$ cat src/design/noc_pkg.sv
package noc_pkg;

  // router port order, also the index into every per-port array
  typedef enum logic [2:0] {
    EAST  = 3'd0,
    WEST  = 3'd1,
    NORTH = 3'd2,
    SOUTH = 3'd3,
    LOCAL = 3'd4
  } e_port;

  localparam int NUM_PORTS   = 5;
  localparam int FLIT_WIDTH  = 16;
  localparam int COORD_WIDTH = 4;

  // first flit of a packet
  typedef struct packed {
    logic [7:0]             spare;
    logic [COORD_WIDTH-1:0] dst_x;
    logic [COORD_WIDTH-1:0] dst_y;
  } header_view_t;

  // second flit, number of payload flits that follow
  typedef struct packed {
    logic [7:0] spare;
    logic [7:0] count;
  } size_view_t;

  typedef union packed {
    logic [FLIT_WIDTH-1:0] raw;
    header_view_t          hdr;
    size_view_t            size;
  } flit_t;

endpackage

$ cat src/design/route_if.sv
`timescale 1ns/100ps

interface route_if import noc_pkg::*; ();

  // header at buffer head waiting for an output
  logic         req;
  header_view_t dst;
  // one-cycle pulse once the connection is written
  logic         grant;
  // last flit of the packet leaves this cycle
  logic         done;

  modport port_side (
    output req,
    output dst,
    output done,
    input  grant
  );

  modport ctrl_side (
    input  req,
    input  dst,
    input  done,
    output grant
  );

endinterface

$ cat src/design/input_buffer.sv
`timescale 1ns/100ps

module input_buffer
  import noc_pkg::*;
#(
  parameter int BUFFER_DEPTH = 4
) (
  input  logic  clock,
  input  logic  rst_i,
  input  flit_t data_i,
  input  logic  rx_i,
  output logic  credit_o,
  output flit_t head_o,
  output logic  empty_o,
  input  logic  pop_i
);

  localparam int PTR_W = (BUFFER_DEPTH > 1) ? $clog2(BUFFER_DEPTH) : 1;
  localparam int CNT_W = $clog2(BUFFER_DEPTH + 1);

  flit_t            mem [BUFFER_DEPTH];
  logic [PTR_W-1:0] wr_ptr;
  logic [PTR_W-1:0] rd_ptr;
  logic [CNT_W-1:0] count;
  logic             full;
  logic             push;
  logic             pull;

  // pointer wrap for depths that are not a power of two
  function automatic logic [PTR_W-1:0] next_ptr(input logic [PTR_W-1:0] ptr);
    if (ptr == PTR_W'(BUFFER_DEPTH - 1)) begin
      return '0;
    end
    return ptr + 1'b1;
  endfunction

  assign full     = (count == CNT_W'(BUFFER_DEPTH));
  assign empty_o  = (count == '0);
  assign credit_o = !full;
  assign head_o   = mem[rd_ptr];

  // sender only drives rx while credit is high
  assign push = rx_i && !full;
  assign pull = pop_i && !empty_o;

  always_ff @(posedge clock) begin
    if (push) begin
      mem[wr_ptr] <= data_i;
    end
  end

  always_ff @(posedge clock) begin
    if (rst_i) begin
      wr_ptr <= '0;
      rd_ptr <= '0;
      count  <= '0;
    end else begin
      if (push) begin
        wr_ptr <= next_ptr(wr_ptr);
      end
      if (pull) begin
        rd_ptr <= next_ptr(rd_ptr);
      end
      case ({push, pull})
        2'b10:   count <= count + 1'b1;
        2'b01:   count <= count - 1'b1;
        default: count <= count;
      endcase
    end
  end

endmodule

$ cat src/design/packet_counter.sv
`timescale 1ns/100ps

module packet_counter
  import noc_pkg::*;
(
  input  logic       clock,
  input  logic       rst_i,
  input  flit_t      head_i,
  input  logic       empty_i,
  input  logic       pop_i,
  route_if.port_side rt
);

  // position of the flit at the buffer head
  localparam logic [1:0] P_HEADER  = 2'd0;
  localparam logic [1:0] P_SIZE    = 2'd1;
  localparam logic [1:0] P_PAYLOAD = 2'd2;

  logic [1:0] pos;
  logic       routed;
  logic [7:0] remaining;
  logic       last_flit;

  assign rt.dst = head_i.hdr;

  // no new request between grant and the header leaving
  assign rt.req = (pos == P_HEADER) && !empty_i && !routed;

  always_comb begin
    last_flit = 1'b0;
    if (pos == P_SIZE) begin
      // empty packet ends with its size flit
      last_flit = (head_i.size.count == 8'd0);
    end else if (pos == P_PAYLOAD) begin
      last_flit = (remaining == 8'd1);
    end
  end

  assign rt.done = pop_i && last_flit;

  always_ff @(posedge clock) begin
    if (rst_i) begin
      pos       <= P_HEADER;
      routed    <= 1'b0;
      remaining <= '0;
    end else begin
      if (rt.grant) begin
        routed <= 1'b1;
      end else if (rt.done) begin
        routed <= 1'b0;
      end
      if (pop_i) begin
        case (pos)
          P_HEADER: pos <= P_SIZE;
          P_SIZE: begin
            remaining <= head_i.size.count;
            pos       <= (head_i.size.count == 8'd0) ? P_HEADER : P_PAYLOAD;
          end
          P_PAYLOAD: begin
            remaining <= remaining - 1'b1;
            if (remaining == 8'd1) begin
              pos <= P_HEADER;
            end
          end
          default: pos <= P_HEADER;
        endcase
      end
    end
  end

endmodule

$ cat src/design/switch_control.sv
`timescale 1ns/100ps

module switch_control
  import noc_pkg::*;
#(
  parameter int ADDR_X = 0,
  parameter int ADDR_Y = 0
) (
  input  logic                       clock,
  input  logic                       rst_i,
  route_if.ctrl_side                 rt [NUM_PORTS],
  output logic [NUM_PORTS-1:0][2:0]  conn_sel_o,
  output logic [NUM_PORTS-1:0]       conn_valid_o
);

  localparam logic [COORD_WIDTH-1:0] MY_X = COORD_WIDTH'(ADDR_X);
  localparam logic [COORD_WIDTH-1:0] MY_Y = COORD_WIDTH'(ADDR_Y);

  localparam logic [1:0] S_IDLE      = 2'd0;
  localparam logic [1:0] S_ARBITRATE = 2'd1;
  localparam logic [1:0] S_ROUTE     = 2'd2;

  logic [1:0]           state;
  logic [2:0]           sel;
  logic [2:0]           last;
  logic [2:0]           next_sel;
  logic                 found;
  logic [NUM_PORTS-1:0] req_vec;
  logic [NUM_PORTS-1:0] done_vec;
  header_view_t         dst_arr [NUM_PORTS];
  header_view_t         dst_sel;
  e_port                out_port;
  logic                 route_ok;

  for (genvar i = 0; i < NUM_PORTS; i++) begin : g_port
    assign req_vec[i]  = rt[i].req;
    assign done_vec[i] = rt[i].done;
    assign dst_arr[i]  = rt[i].dst;
    assign rt[i].grant = (state == S_ROUTE) && route_ok && (sel == 3'(i));
  end

  // round robin, nearest requester after the last one served
  always_comb begin
    int idx;
    found    = 1'b0;
    next_sel = last;
    for (int k = NUM_PORTS; k >= 1; k--) begin
      idx = (int'(last) + k) % NUM_PORTS;
      if (req_vec[idx]) begin
        found    = 1'b1;
        next_sel = 3'(idx);
      end
    end
  end

  // XY routing, x first then y
  always_comb begin
    dst_sel = dst_arr[sel];
    if (dst_sel.dst_x > MY_X) begin
      out_port = EAST;
    end else if (dst_sel.dst_x < MY_X) begin
      out_port = WEST;
    end else if (dst_sel.dst_y > MY_Y) begin
      out_port = NORTH;
    end else if (dst_sel.dst_y < MY_Y) begin
      out_port = SOUTH;
    end else begin
      out_port = LOCAL;
    end
    route_ok = !conn_valid_o[out_port];
  end

  always_ff @(posedge clock) begin
    if (rst_i) begin
      state        <= S_IDLE;
      sel          <= '0;
      last         <= 3'(NUM_PORTS - 1);
      conn_sel_o   <= '0;
      conn_valid_o <= '0;
    end else begin
      // release outputs whose packet has ended
      for (int o = 0; o < NUM_PORTS; o++) begin
        if (conn_valid_o[o] && done_vec[conn_sel_o[o]]) begin
          conn_valid_o[o] <= 1'b0;
        end
      end
      case (state)
        S_IDLE: begin
          if (|req_vec) begin
            state <= S_ARBITRATE;
          end
        end
        S_ARBITRATE: begin
          if (found) begin
            sel   <= next_sel;
            state <= S_ROUTE;
          end else begin
            state <= S_IDLE;
          end
        end
        S_ROUTE: begin
          // advance even on a busy output so others get a turn
          last <= sel;
          if (route_ok) begin
            conn_valid_o[out_port] <= 1'b1;
            conn_sel_o[out_port]   <= sel;
          end
          state <= S_IDLE;
        end
        default: state <= S_IDLE;
      endcase
    end
  end

endmodule

$ cat src/design/crossbar.sv
`timescale 1ns/100ps

module crossbar
  import noc_pkg::*;
(
  input  logic [NUM_PORTS-1:0][2:0] conn_sel_i,
  input  logic [NUM_PORTS-1:0]      conn_valid_i,
  input  flit_t [NUM_PORTS-1:0]     head_i,
  input  logic [NUM_PORTS-1:0]      empty_i,
  input  logic [NUM_PORTS-1:0]      credit_i,
  output flit_t [NUM_PORTS-1:0]     data_o,
  output logic [NUM_PORTS-1:0]      tx_o,
  output logic [NUM_PORTS-1:0]      pop_o
);

  always_comb begin
    logic [2:0] src;
    data_o = '0;
    tx_o   = '0;
    pop_o  = '0;
    for (int o = 0; o < NUM_PORTS; o++) begin
      src = conn_sel_i[o];
      if (conn_valid_i[o]) begin
        data_o[o] = head_i[src];
        // flit moves only when there is one and downstream has room
        if (!empty_i[src] && credit_i[o]) begin
          tx_o[o]    = 1'b1;
          pop_o[src] = 1'b1;
        end
      end
    end
  end

endmodule

$ cat src/design/router.sv
`timescale 1ns/100ps

module router
  import noc_pkg::*;
#(
  parameter int ADDR_X       = 0,
  parameter int ADDR_Y       = 0,
  parameter int BUFFER_DEPTH = 4
) (
  input  logic                  clock,
  input  logic                  rst_i,
  input  flit_t [NUM_PORTS-1:0] data_i,
  input  logic [NUM_PORTS-1:0]  rx_i,
  output logic [NUM_PORTS-1:0]  credit_o,
  output flit_t [NUM_PORTS-1:0] data_o,
  output logic [NUM_PORTS-1:0]  tx_o,
  input  logic [NUM_PORTS-1:0]  credit_i
);

  flit_t [NUM_PORTS-1:0]      head;
  logic [NUM_PORTS-1:0]       empty;
  logic [NUM_PORTS-1:0]       pop;
  logic [NUM_PORTS-1:0][2:0]  conn_sel;
  logic [NUM_PORTS-1:0]       conn_valid;

  route_if rt [NUM_PORTS] ();

  // one buffer and packet tracker per input port
  for (genvar p = 0; p < NUM_PORTS; p++) begin : g_input
    input_buffer #(
      .BUFFER_DEPTH (BUFFER_DEPTH)
    ) u_buffer (
      .clock    (clock),
      .rst_i    (rst_i),
      .data_i   (data_i[p]),
      .rx_i     (rx_i[p]),
      .credit_o (credit_o[p]),
      .head_o   (head[p]),
      .empty_o  (empty[p]),
      .pop_i    (pop[p])
    );

    packet_counter u_counter (
      .clock   (clock),
      .rst_i   (rst_i),
      .head_i  (head[p]),
      .empty_i (empty[p]),
      .pop_i   (pop[p]),
      .rt      (rt[p])
    );
  end

  switch_control #(
    .ADDR_X (ADDR_X),
    .ADDR_Y (ADDR_Y)
  ) u_ctrl (
    .clock        (clock),
    .rst_i        (rst_i),
    .rt           (rt),
    .conn_sel_o   (conn_sel),
    .conn_valid_o (conn_valid)
  );

  crossbar u_xbar (
    .conn_sel_i   (conn_sel),
    .conn_valid_i (conn_valid),
    .head_i       (head),
    .empty_i      (empty),
    .credit_i     (credit_i),
    .data_o       (data_o),
    .tx_o         (tx_o),
    .pop_o        (pop)
  );

endmodule

$ cat src/design/noc_mesh.sv
`timescale 1ns/100ps

module noc_mesh
  import noc_pkg::*;
#(
  parameter int  NOC_DIM_X    = 2,
  parameter int  NOC_DIM_Y    = 2,
  parameter int  BUFFER_DEPTH = 4,
  localparam int NODES        = NOC_DIM_X * NOC_DIM_Y
) (
  input  logic              clock,
  input  logic              rst_i,
  input  flit_t [NODES-1:0] local_data_i,
  input  logic [NODES-1:0]  local_rx_i,
  output logic [NODES-1:0]  local_credit_o,
  output flit_t [NODES-1:0] local_data_o,
  output logic [NODES-1:0]  local_tx_o,
  input  logic [NODES-1:0]  local_credit_i
);

  // per node link bundles, node number is x * NOC_DIM_Y + y
  flit_t [NUM_PORTS-1:0] data_in    [NODES];
  flit_t [NUM_PORTS-1:0] data_out   [NODES];
  logic [NUM_PORTS-1:0]  rx_in      [NODES];
  logic [NUM_PORTS-1:0]  tx_out     [NODES];
  logic [NUM_PORTS-1:0]  credit_in  [NODES];
  logic [NUM_PORTS-1:0]  credit_out [NODES];

  for (genvar i = 0; i < NOC_DIM_X; i++) begin : node_x
    for (genvar j = 0; j < NOC_DIM_Y; j++) begin : node_y
      localparam int N = i * NOC_DIM_Y + j;

      router #(
        .ADDR_X       (i),
        .ADDR_Y       (j),
        .BUFFER_DEPTH (BUFFER_DEPTH)
      ) u_router (
        .clock    (clock),
        .rst_i    (rst_i),
        .data_i   (data_in[N]),
        .rx_i     (rx_in[N]),
        .credit_o (credit_out[N]),
        .data_o   (data_out[N]),
        .tx_o     (tx_out[N]),
        .credit_i (credit_in[N])
      );

      // local port straight to the top level
      assign data_in[N][LOCAL]   = local_data_i[N];
      assign rx_in[N][LOCAL]     = local_rx_i[N];
      assign credit_in[N][LOCAL] = local_credit_i[N];
      assign local_data_o[N]     = data_out[N][LOCAL];
      assign local_tx_o[N]       = tx_out[N][LOCAL];
      assign local_credit_o[N]   = credit_out[N][LOCAL];

      if (i == 0) begin : g_west_ground
        assign data_in[N][WEST]   = '0;
        assign rx_in[N][WEST]     = 1'b0;
        assign credit_in[N][WEST] = 1'b0;
      end else begin : g_west_link
        // both directions of the link to the west neighbor
        assign data_in[N][WEST]              = data_out[N-NOC_DIM_Y][EAST];
        assign rx_in[N][WEST]                = tx_out[N-NOC_DIM_Y][EAST];
        assign credit_in[N][WEST]            = credit_out[N-NOC_DIM_Y][EAST];
        assign data_in[N-NOC_DIM_Y][EAST]    = data_out[N][WEST];
        assign rx_in[N-NOC_DIM_Y][EAST]      = tx_out[N][WEST];
        assign credit_in[N-NOC_DIM_Y][EAST]  = credit_out[N][WEST];
      end

      if (i == NOC_DIM_X - 1) begin : g_east_ground
        assign data_in[N][EAST]   = '0;
        assign rx_in[N][EAST]     = 1'b0;
        assign credit_in[N][EAST] = 1'b0;
      end

      if (j == 0) begin : g_south_ground
        assign data_in[N][SOUTH]   = '0;
        assign rx_in[N][SOUTH]     = 1'b0;
        assign credit_in[N][SOUTH] = 1'b0;
      end else begin : g_south_link
        // south neighbor sits at y - 1
        assign data_in[N][SOUTH]     = data_out[N-1][NORTH];
        assign rx_in[N][SOUTH]       = tx_out[N-1][NORTH];
        assign credit_in[N][SOUTH]   = credit_out[N-1][NORTH];
        assign data_in[N-1][NORTH]   = data_out[N][SOUTH];
        assign rx_in[N-1][NORTH]     = tx_out[N][SOUTH];
        assign credit_in[N-1][NORTH] = credit_out[N][SOUTH];
      end

      if (j == NOC_DIM_Y - 1) begin : g_north_ground
        assign data_in[N][NORTH]   = '0;
        assign rx_in[N][NORTH]     = 1'b0;
        assign credit_in[N][NORTH] = 1'b0;
      end
    end
  end

endmodule

$ cat config.mk
export PLATFORM = sky130hd
export DESIGN_NAME = noc_mesh
export DESIGN_NICKNAME = d
export VERILOG_FILES = /design/src/design/noc_pkg.sv /design/src/design/route_if.sv /design/src/design/input_buffer.sv /design/src/design/packet_counter.sv /design/src/design/switch_control.sv /design/src/design/crossbar.sv /design/src/design/router.sv /design/src/design/noc_mesh.sv
export SDC_FILE = /design/constraint.sdc
export NUM_CORES = 2
export LEC_CHECK = 0
export BUFFER_PORTS_ARGS = -buffer_cell sky130_fd_sc_hd__buf_2
export CAP_MARGIN = 20
export CORE_ASPECT_RATIO = 0.75
export CORE_MARGIN = 5
export CORE_UTILIZATION = 45
export DETAILED_ROUTE_END_ITERATION = 8
export PLACE_DENSITY = 0.68
export SLEW_MARGIN = 20
export SYNTH_ARGS = -nofsm -noshare
export SYNTH_HDL_FRONTEND = slang
export SYNTH_SLANG_ARGS = --single-unit
$ cat constraint.sdc
create_clock -name clock -period 5.46 [get_ports clock]
set_clock_uncertainty 0.05 [all_clocks]
set_input_delay 1.365 -clock clock [delete_from_list [all_inputs] [get_ports clock]]
set_output_delay 1.365 -clock clock [all_outputs]
set_load 0.005 [all_outputs]
==> tab_implementation.tex <==
\begin{tabular}{lr}
\hline
Metric & Value \\
\hline
\multicolumn{2}{l}{\textbf{STA}} \\
\quad Unrepaired setup endpoints after global routing & false \\
\quad Post-layout minimum cycle time & 5.08 ns \\
\quad Final setup violation count & 0 \\
\quad Worst slew margin relative to its limit & 27.6\% \\
\quad Final slew viol count & 0 \\
\quad Maximum clock frequency & 0.197 GHz \\
\quad Setup WS post-layout & 0.385 ns \\
\quad Setup Total Neg Slack & 0 ns \\
\quad Part of the cycle the worst path needs & 93.0\% \\
\quad Transition time at the pin with the least slew margin & 1.08 ns \\
\quad Fin. Hold Viols & 0 \\
\multicolumn{2}{l}{\textbf{Die}} \\
\quad Initial core utilization & 45.4\% \\
\quad Die extent in x & 431 µm \\
\quad Count of pins on the block boundary & 146 \\
\quad Area enclosed by the die boundary & 140,000 µm² \\
\quad Cell row count & 115 \\
\quad Core box area & 132,000 µm² \\
\quad Die outline height & 325 µm \\
\multicolumn{2}{l}{\textbf{Run status}} \\
\quad Run status & finished, final reports clean \\
\multicolumn{2}{l}{\textbf{Clock tree}} \\
\quad Clock sink count & 1,144 \\
\quad \# hold bufs at CTS & 0 \\
\quad Number of clock buffers inserted by TritonCTS & 113 \\
\quad Clock-pin transition on the worst setup and hold timing paths & 0.06 ns \\
\quad Bufs on Longest Clock Path & 3 \\
\quad Clock tree from TritonCTS & built \\
\quad Clock latency reported for the late side of the worst-skew pair & 0.76 ns \\
\quad Clock Root Buffer & sky130\_fd\_sc\_hd\_\_clkbuf\_16 \\
\quad Number of H-tree branching levels & 3 \\
\multicolumn{2}{l}{\textbf{Finish}} \\
\quad Multi-input logic area & 26,900 µm² \\
\quad Layout overhead on the synthesized area & 10.3\% \\
\quad Final Cell Area & 65,800 µm² \\
\quad Proportion of layout cells with a drive suffix above 1 & 12.6\% \\
\quad Utilization after layout & 50.1\% \\
\quad Fillcell total & 11.5k \\
\quad Total Nets Final & 5,739 \\
\quad Register area & 30,600 µm² \\
\multicolumn{2}{l}{\textbf{Logic synthesis}} \\
\quad Number of standard cells after synthesis & 5,349 \\
\quad Number of synthesized flops with an enable pin & 768 \\
\quad Most used flip-flop cell after synthesis & sky130\_fd\_sc\_hd\_\_edfxtp\_1 \\
\quad Async set or reset register ratio after synthesis & 0\% \\
\quad Register bit count reported by yosys & 1,144 \\
\quad Synthesis Warnings & 0 \\
\quad Sequential element share of the synthesized area & 51.2\% \\
\quad Netlist Area Pre-Place & 59,700 µm² \\
\quad Syn Nets & 5,690 \\
\quad Unique cell type count in the Yosys netlist & 111 \\
\quad Average cell area after synthesis & 11.2 µm² \\
\multicolumn{2}{l}{\textbf{Detailed routing}} \\
\quad Wire length after detailed routing & 159,000 µm \\
\quad Per-cell via count in the routed design & 5.97 \\
\quad Number of vias in the routed layout & 43.3k \\
\quad Detail Route Antenna Nets & 0 \\
\quad Pre-antenna DRT Iters & 8 \\
\quad Avg WL per Cell & 21.9 µm \\
\quad Iteration-0 DRC count of the detailed router & 4,913 \\
\quad Number of design rule violations left after detail routing & 0 \\
\multicolumn{2}{l}{\textbf{GRT}} \\
\quad Largest net degree at the start of global routing & 97 \\
\quad Via count of the first global-routing pass & 40.7k \\
\quad Antenna violations before repair & 7 \\
\quad Wire length of the first global-routing pass & 243,000 µm \\
\quad Combined global-route utilization of all metal layers & 21.8\% \\
\quad Overflow left after global routing & 0 \\
\multicolumn{2}{l}{\textbf{Critical path}} \\
\quad Slowest CP cell & sky130\_fd\_sc\_hd\_\_o32ai\_1 \\
\quad Top delay family on crit path & compound AO/OA/AOI/OAI gates \\
\quad Kind of start point of the critical path & flip-flop \\
\quad Worst reg2reg setup slack & 0.38 ns \\
\quad Launch instance of the worst register-to-register path & node\_x[0].node\_y[0].u\_router.u\_ctrl.last[1] \\
\quad Crit-path cells & inv\_1, ha\_1, xnor2\_1, inv\_1, ha\_1, or3b\_2, o22ai\_1, or2\_1, ha\_1, inv\_1, o22ai\_1, a2bb2oi\_1, a21oi\_1, o32ai\_1, nor2b\_2, mux2i\_1, a31oi\_1, mux2i\_1, o221a\_2 \\
\quad R2R depth & 19 \\
\quad Arrival time at the worst endpoint & 5.71 ns \\
\quad Data required time at the worst endpoint & 6.09 ns \\
\quad Kind of end point of the critical path & flip-flop \\
\quad Crit-path max cell delay & 0.47 ns \\
\quad Critical path buffers and inverters & 3 \\
\quad Setup Crit Path Kind & flip-flop to flip-flop \\
\quad Endpoint of the worst-slack reg-to-reg timing path & node\_x[0].node\_y[0].u\_router.u\_ctrl.sel[0] \\
\quad Largest fanout of any net on the critical path & 9 \\
\multicolumn{2}{l}{\textbf{Hold path}} \\
\quad Endpoint of the worst hold-timing path & node\_x[0].node\_y[1].u\_router.u\_ctrl.state[0] \\
\quad Hold path start & node\_x[0].node\_y[1].u\_router.u\_ctrl.state[1] \\
\quad Cell depth of the worst hold path & 1 \\
\quad Hold WC Path Type & flip-flop to flip-flop \\
\multicolumn{2}{l}{\textbf{Power and ir drop}} \\
\quad Ratio of total power to cell area & 273 nW/µm² \\
\quad Leakage power summed over all cells & 22.5 nW \\
\quad Worst ir drop on vdd & 0.306 mV \\
\multicolumn{2}{l}{\textbf{Place}} \\
\quad Routability Congestion & 0.931 \\
\quad Number of port buffers & 145 \\
\quad Place WS & 0.464 ns \\
\quad Post-place instance area & 62,000 µm² \\
\quad Post-detailed-placement half-perimeter wirelength & 113,000 µm \\
\multicolumn{2}{l}{\textbf{Flow run}} \\
\quad Max-cap violations & 0 \\
\hline
\end{tabular}
cells in the mapped netlist (56+ instances only):
master,count,area share [%]
sky130_fd_sc_hd__a22oi_1,75,0.94
sky130_fd_sc_hd__nand2_1,494,3.1
sky130_fd_sc_hd__nand2b_1,77,0.81
sky130_fd_sc_hd__mux2i_1,240,4.0
sky130_fd_sc_hd__edfxtp_1,768,39
sky130_fd_sc_hd__mux4_2,189,7.1
sky130_fd_sc_hd__o22ai_1,69,0.72
sky130_fd_sc_hd__o21ai_0,216,1.8
sky130_fd_sc_hd__nor2b_1,71,0.74
sky130_fd_sc_hd__and2_1,128,1.3
sky130_fd_sc_hd__a21oi_1,374,3.1
sky130_fd_sc_hd__clkbuf_1,195,1.2
sky130_fd_sc_hd__or3_1,56,0.59
sky130_fd_sc_hd__ha_1,254,5.3
sky130_fd_sc_hd__a211oi_1,69,0.87
sky130_fd_sc_hd__nor2_1,527,3.3
sky130_fd_sc_hd__dfxtp_1,376,13
sky130_fd_sc_hd__nand3_1,56,0.47
sky130_fd_sc_hd__nor3_1,94,0.79
sky130_fd_sc_hd__inv_1,269,1.7
worst max path at each step:
stage          depth (start not counted)                                   startpoint                                    endpoint
3_5_place_dp                          19  node_x[0].node_y[0].u_router.u_ctrl.last[1]  node_x[0].node_y[0].u_router.u_ctrl.sel[0]
3_3_place_gp                          17  node_x[1].node_y[1].u_router.u_ctrl.last[0]  node_x[1].node_y[1].u_router.u_ctrl.sel[1]
6_report                              19  node_x[0].node_y[0].u_router.u_ctrl.last[1]  node_x[0].node_y[0].u_router.u_ctrl.sel[0]
4_1_cts                               19  node_x[0].node_y[0].u_router.u_ctrl.last[1]  node_x[0].node_y[0].u_router.u_ctrl.sel[0]
5_1_grt                               19  node_x[0].node_y[0].u_router.u_ctrl.last[1]  node_x[0].node_y[0].u_router.u_ctrl.sel[0]
2_1_floorplan                         21  node_x[0].node_y[0].u_router.u_ctrl.last[0]  node_x[0].node_y[0].u_router.u_ctrl.sel[0]
cell type report:
class | count | share of cell area, %
Tap cell | 1755 | 3.33
Timing Repair Buffer | 212 | 1.92
Antenna cell | 1 | 0.00380
Clock inverter | 70 | 1.16
Clock buffer | 142 | 4.61
Multi-Input combinational cell | 3644 | 40.9
Sequential cell | 1144 | 46.5
Inverter | 283 | 1.62
cells in the final DEF (no fill, tap or decap), drive strengths merged, types with 32 or more instances in the layout:
cell type / Yosys / layout
nor2: 528 / 528
nor3: 98 / 98
nand3: 56 / 56
xnor2: 41 / 41
mux2i: 240 / 240
xor2: 34 / 34
nand2b: 77 / 77
clkbuf: 196 / 142
a21oi: 375 / 375
o22ai: 69 / 69
dfxtp: 376 / 376
clkinv: 9 / 47
inv: 274 / 285
buf: 82 / 212
mux4: 200 / 200
and2: 131 / 131
or3: 57 / 57
edfxtp: 768 / 768
a211oi: 71 / 71
o21ai: 221 / 221
nor3b: 32 / 32
nor2b: 71 / 71
a22oi: 77 / 77
ha: 254 / 254
nand2: 495 / 495
registers in the layout, indices dropped and copies added, names as in the netlist, named ones only:
name                                                cells
node_x.node_y.u_router.g_input.u_buffer.mem           768
node_x.node_y.u_router.g_input.u_counter.remaining     96
node_x.node_y.u_router.g_input.u_buffer.count          60
node_x.node_y.u_router.u_ctrl.conn_sel_o               48
node_x.node_y.u_router.g_input.u_counter.pos           32
node_x.node_y.u_router.g_input.u_buffer.rd_ptr         24
node_x.node_y.u_router.g_input.u_buffer.wr_ptr         24
node_x.node_y.u_router.g_input.u_counter.routed        20
node_x.node_y.u_router.u_ctrl.conn_valid_o             16
node_x.node_y.u_router.u_ctrl.last                     12
node_x.node_y.u_router.u_ctrl.sel                      12
node_x.node_y.u_router.u_ctrl.state                     8
through the flow:
stage               cells  power [W]  hold WS [ns]
finish               7251     0.0180         0.399
global route         7250     0.0186         0.434
CTS                  7250     0.0181         0.405
detailed placement   7038     0.0102         0.380
global placement     7037     0.0102         0.375
floorplan            5349    0.00996         0.366
cells by family (layout without fill, tap and decap cells):
family	Yosys count	in the layout	synth area share, %
and+or+nand+nor	1706	1706	13.8
xor gates and xnor gates	75	75	1.11
DFF	1144	1144	51.2
other	0	1	0
AOI/OAI and AO/OA	1128	1128	12.2
muxes	468	468	12.2
adders and majority gates	267	267	5.76
buffers and inverters	561	707	3.78
power by group:
| group | leakage [nW] | internal, W | switching [W] |
|---|---|---|---|
| registers | 9.56 | 0.00929 | 0.0000628 |
| logic | 11.1 | 0.000223 | 0.000467 |
| clock network | 1.84 | 0.00447 | 0.00349 |
timing repair:
| action | in CTS | in global routing |
|---|---|---|
| gates resized for setup | 0 | 4 |
| endpoints found under the setup margin | 0 | 6 |
| setup buffers | 0 | 0 |
routing by layer:
metal  global-route usage, %  wire, µm  part of all wire, %  vias up
met4                    4.84      3260                  2.1        4
met3                    4.55     13800                  8.7      272
met2                    33.6     71800                   45     1801
met1                    31.9     69600                   44    21300
li1                        -         -                    -    19900
met5                       0        34                0.021        -
No activity file was read; power rests on OpenSTA's default activity.
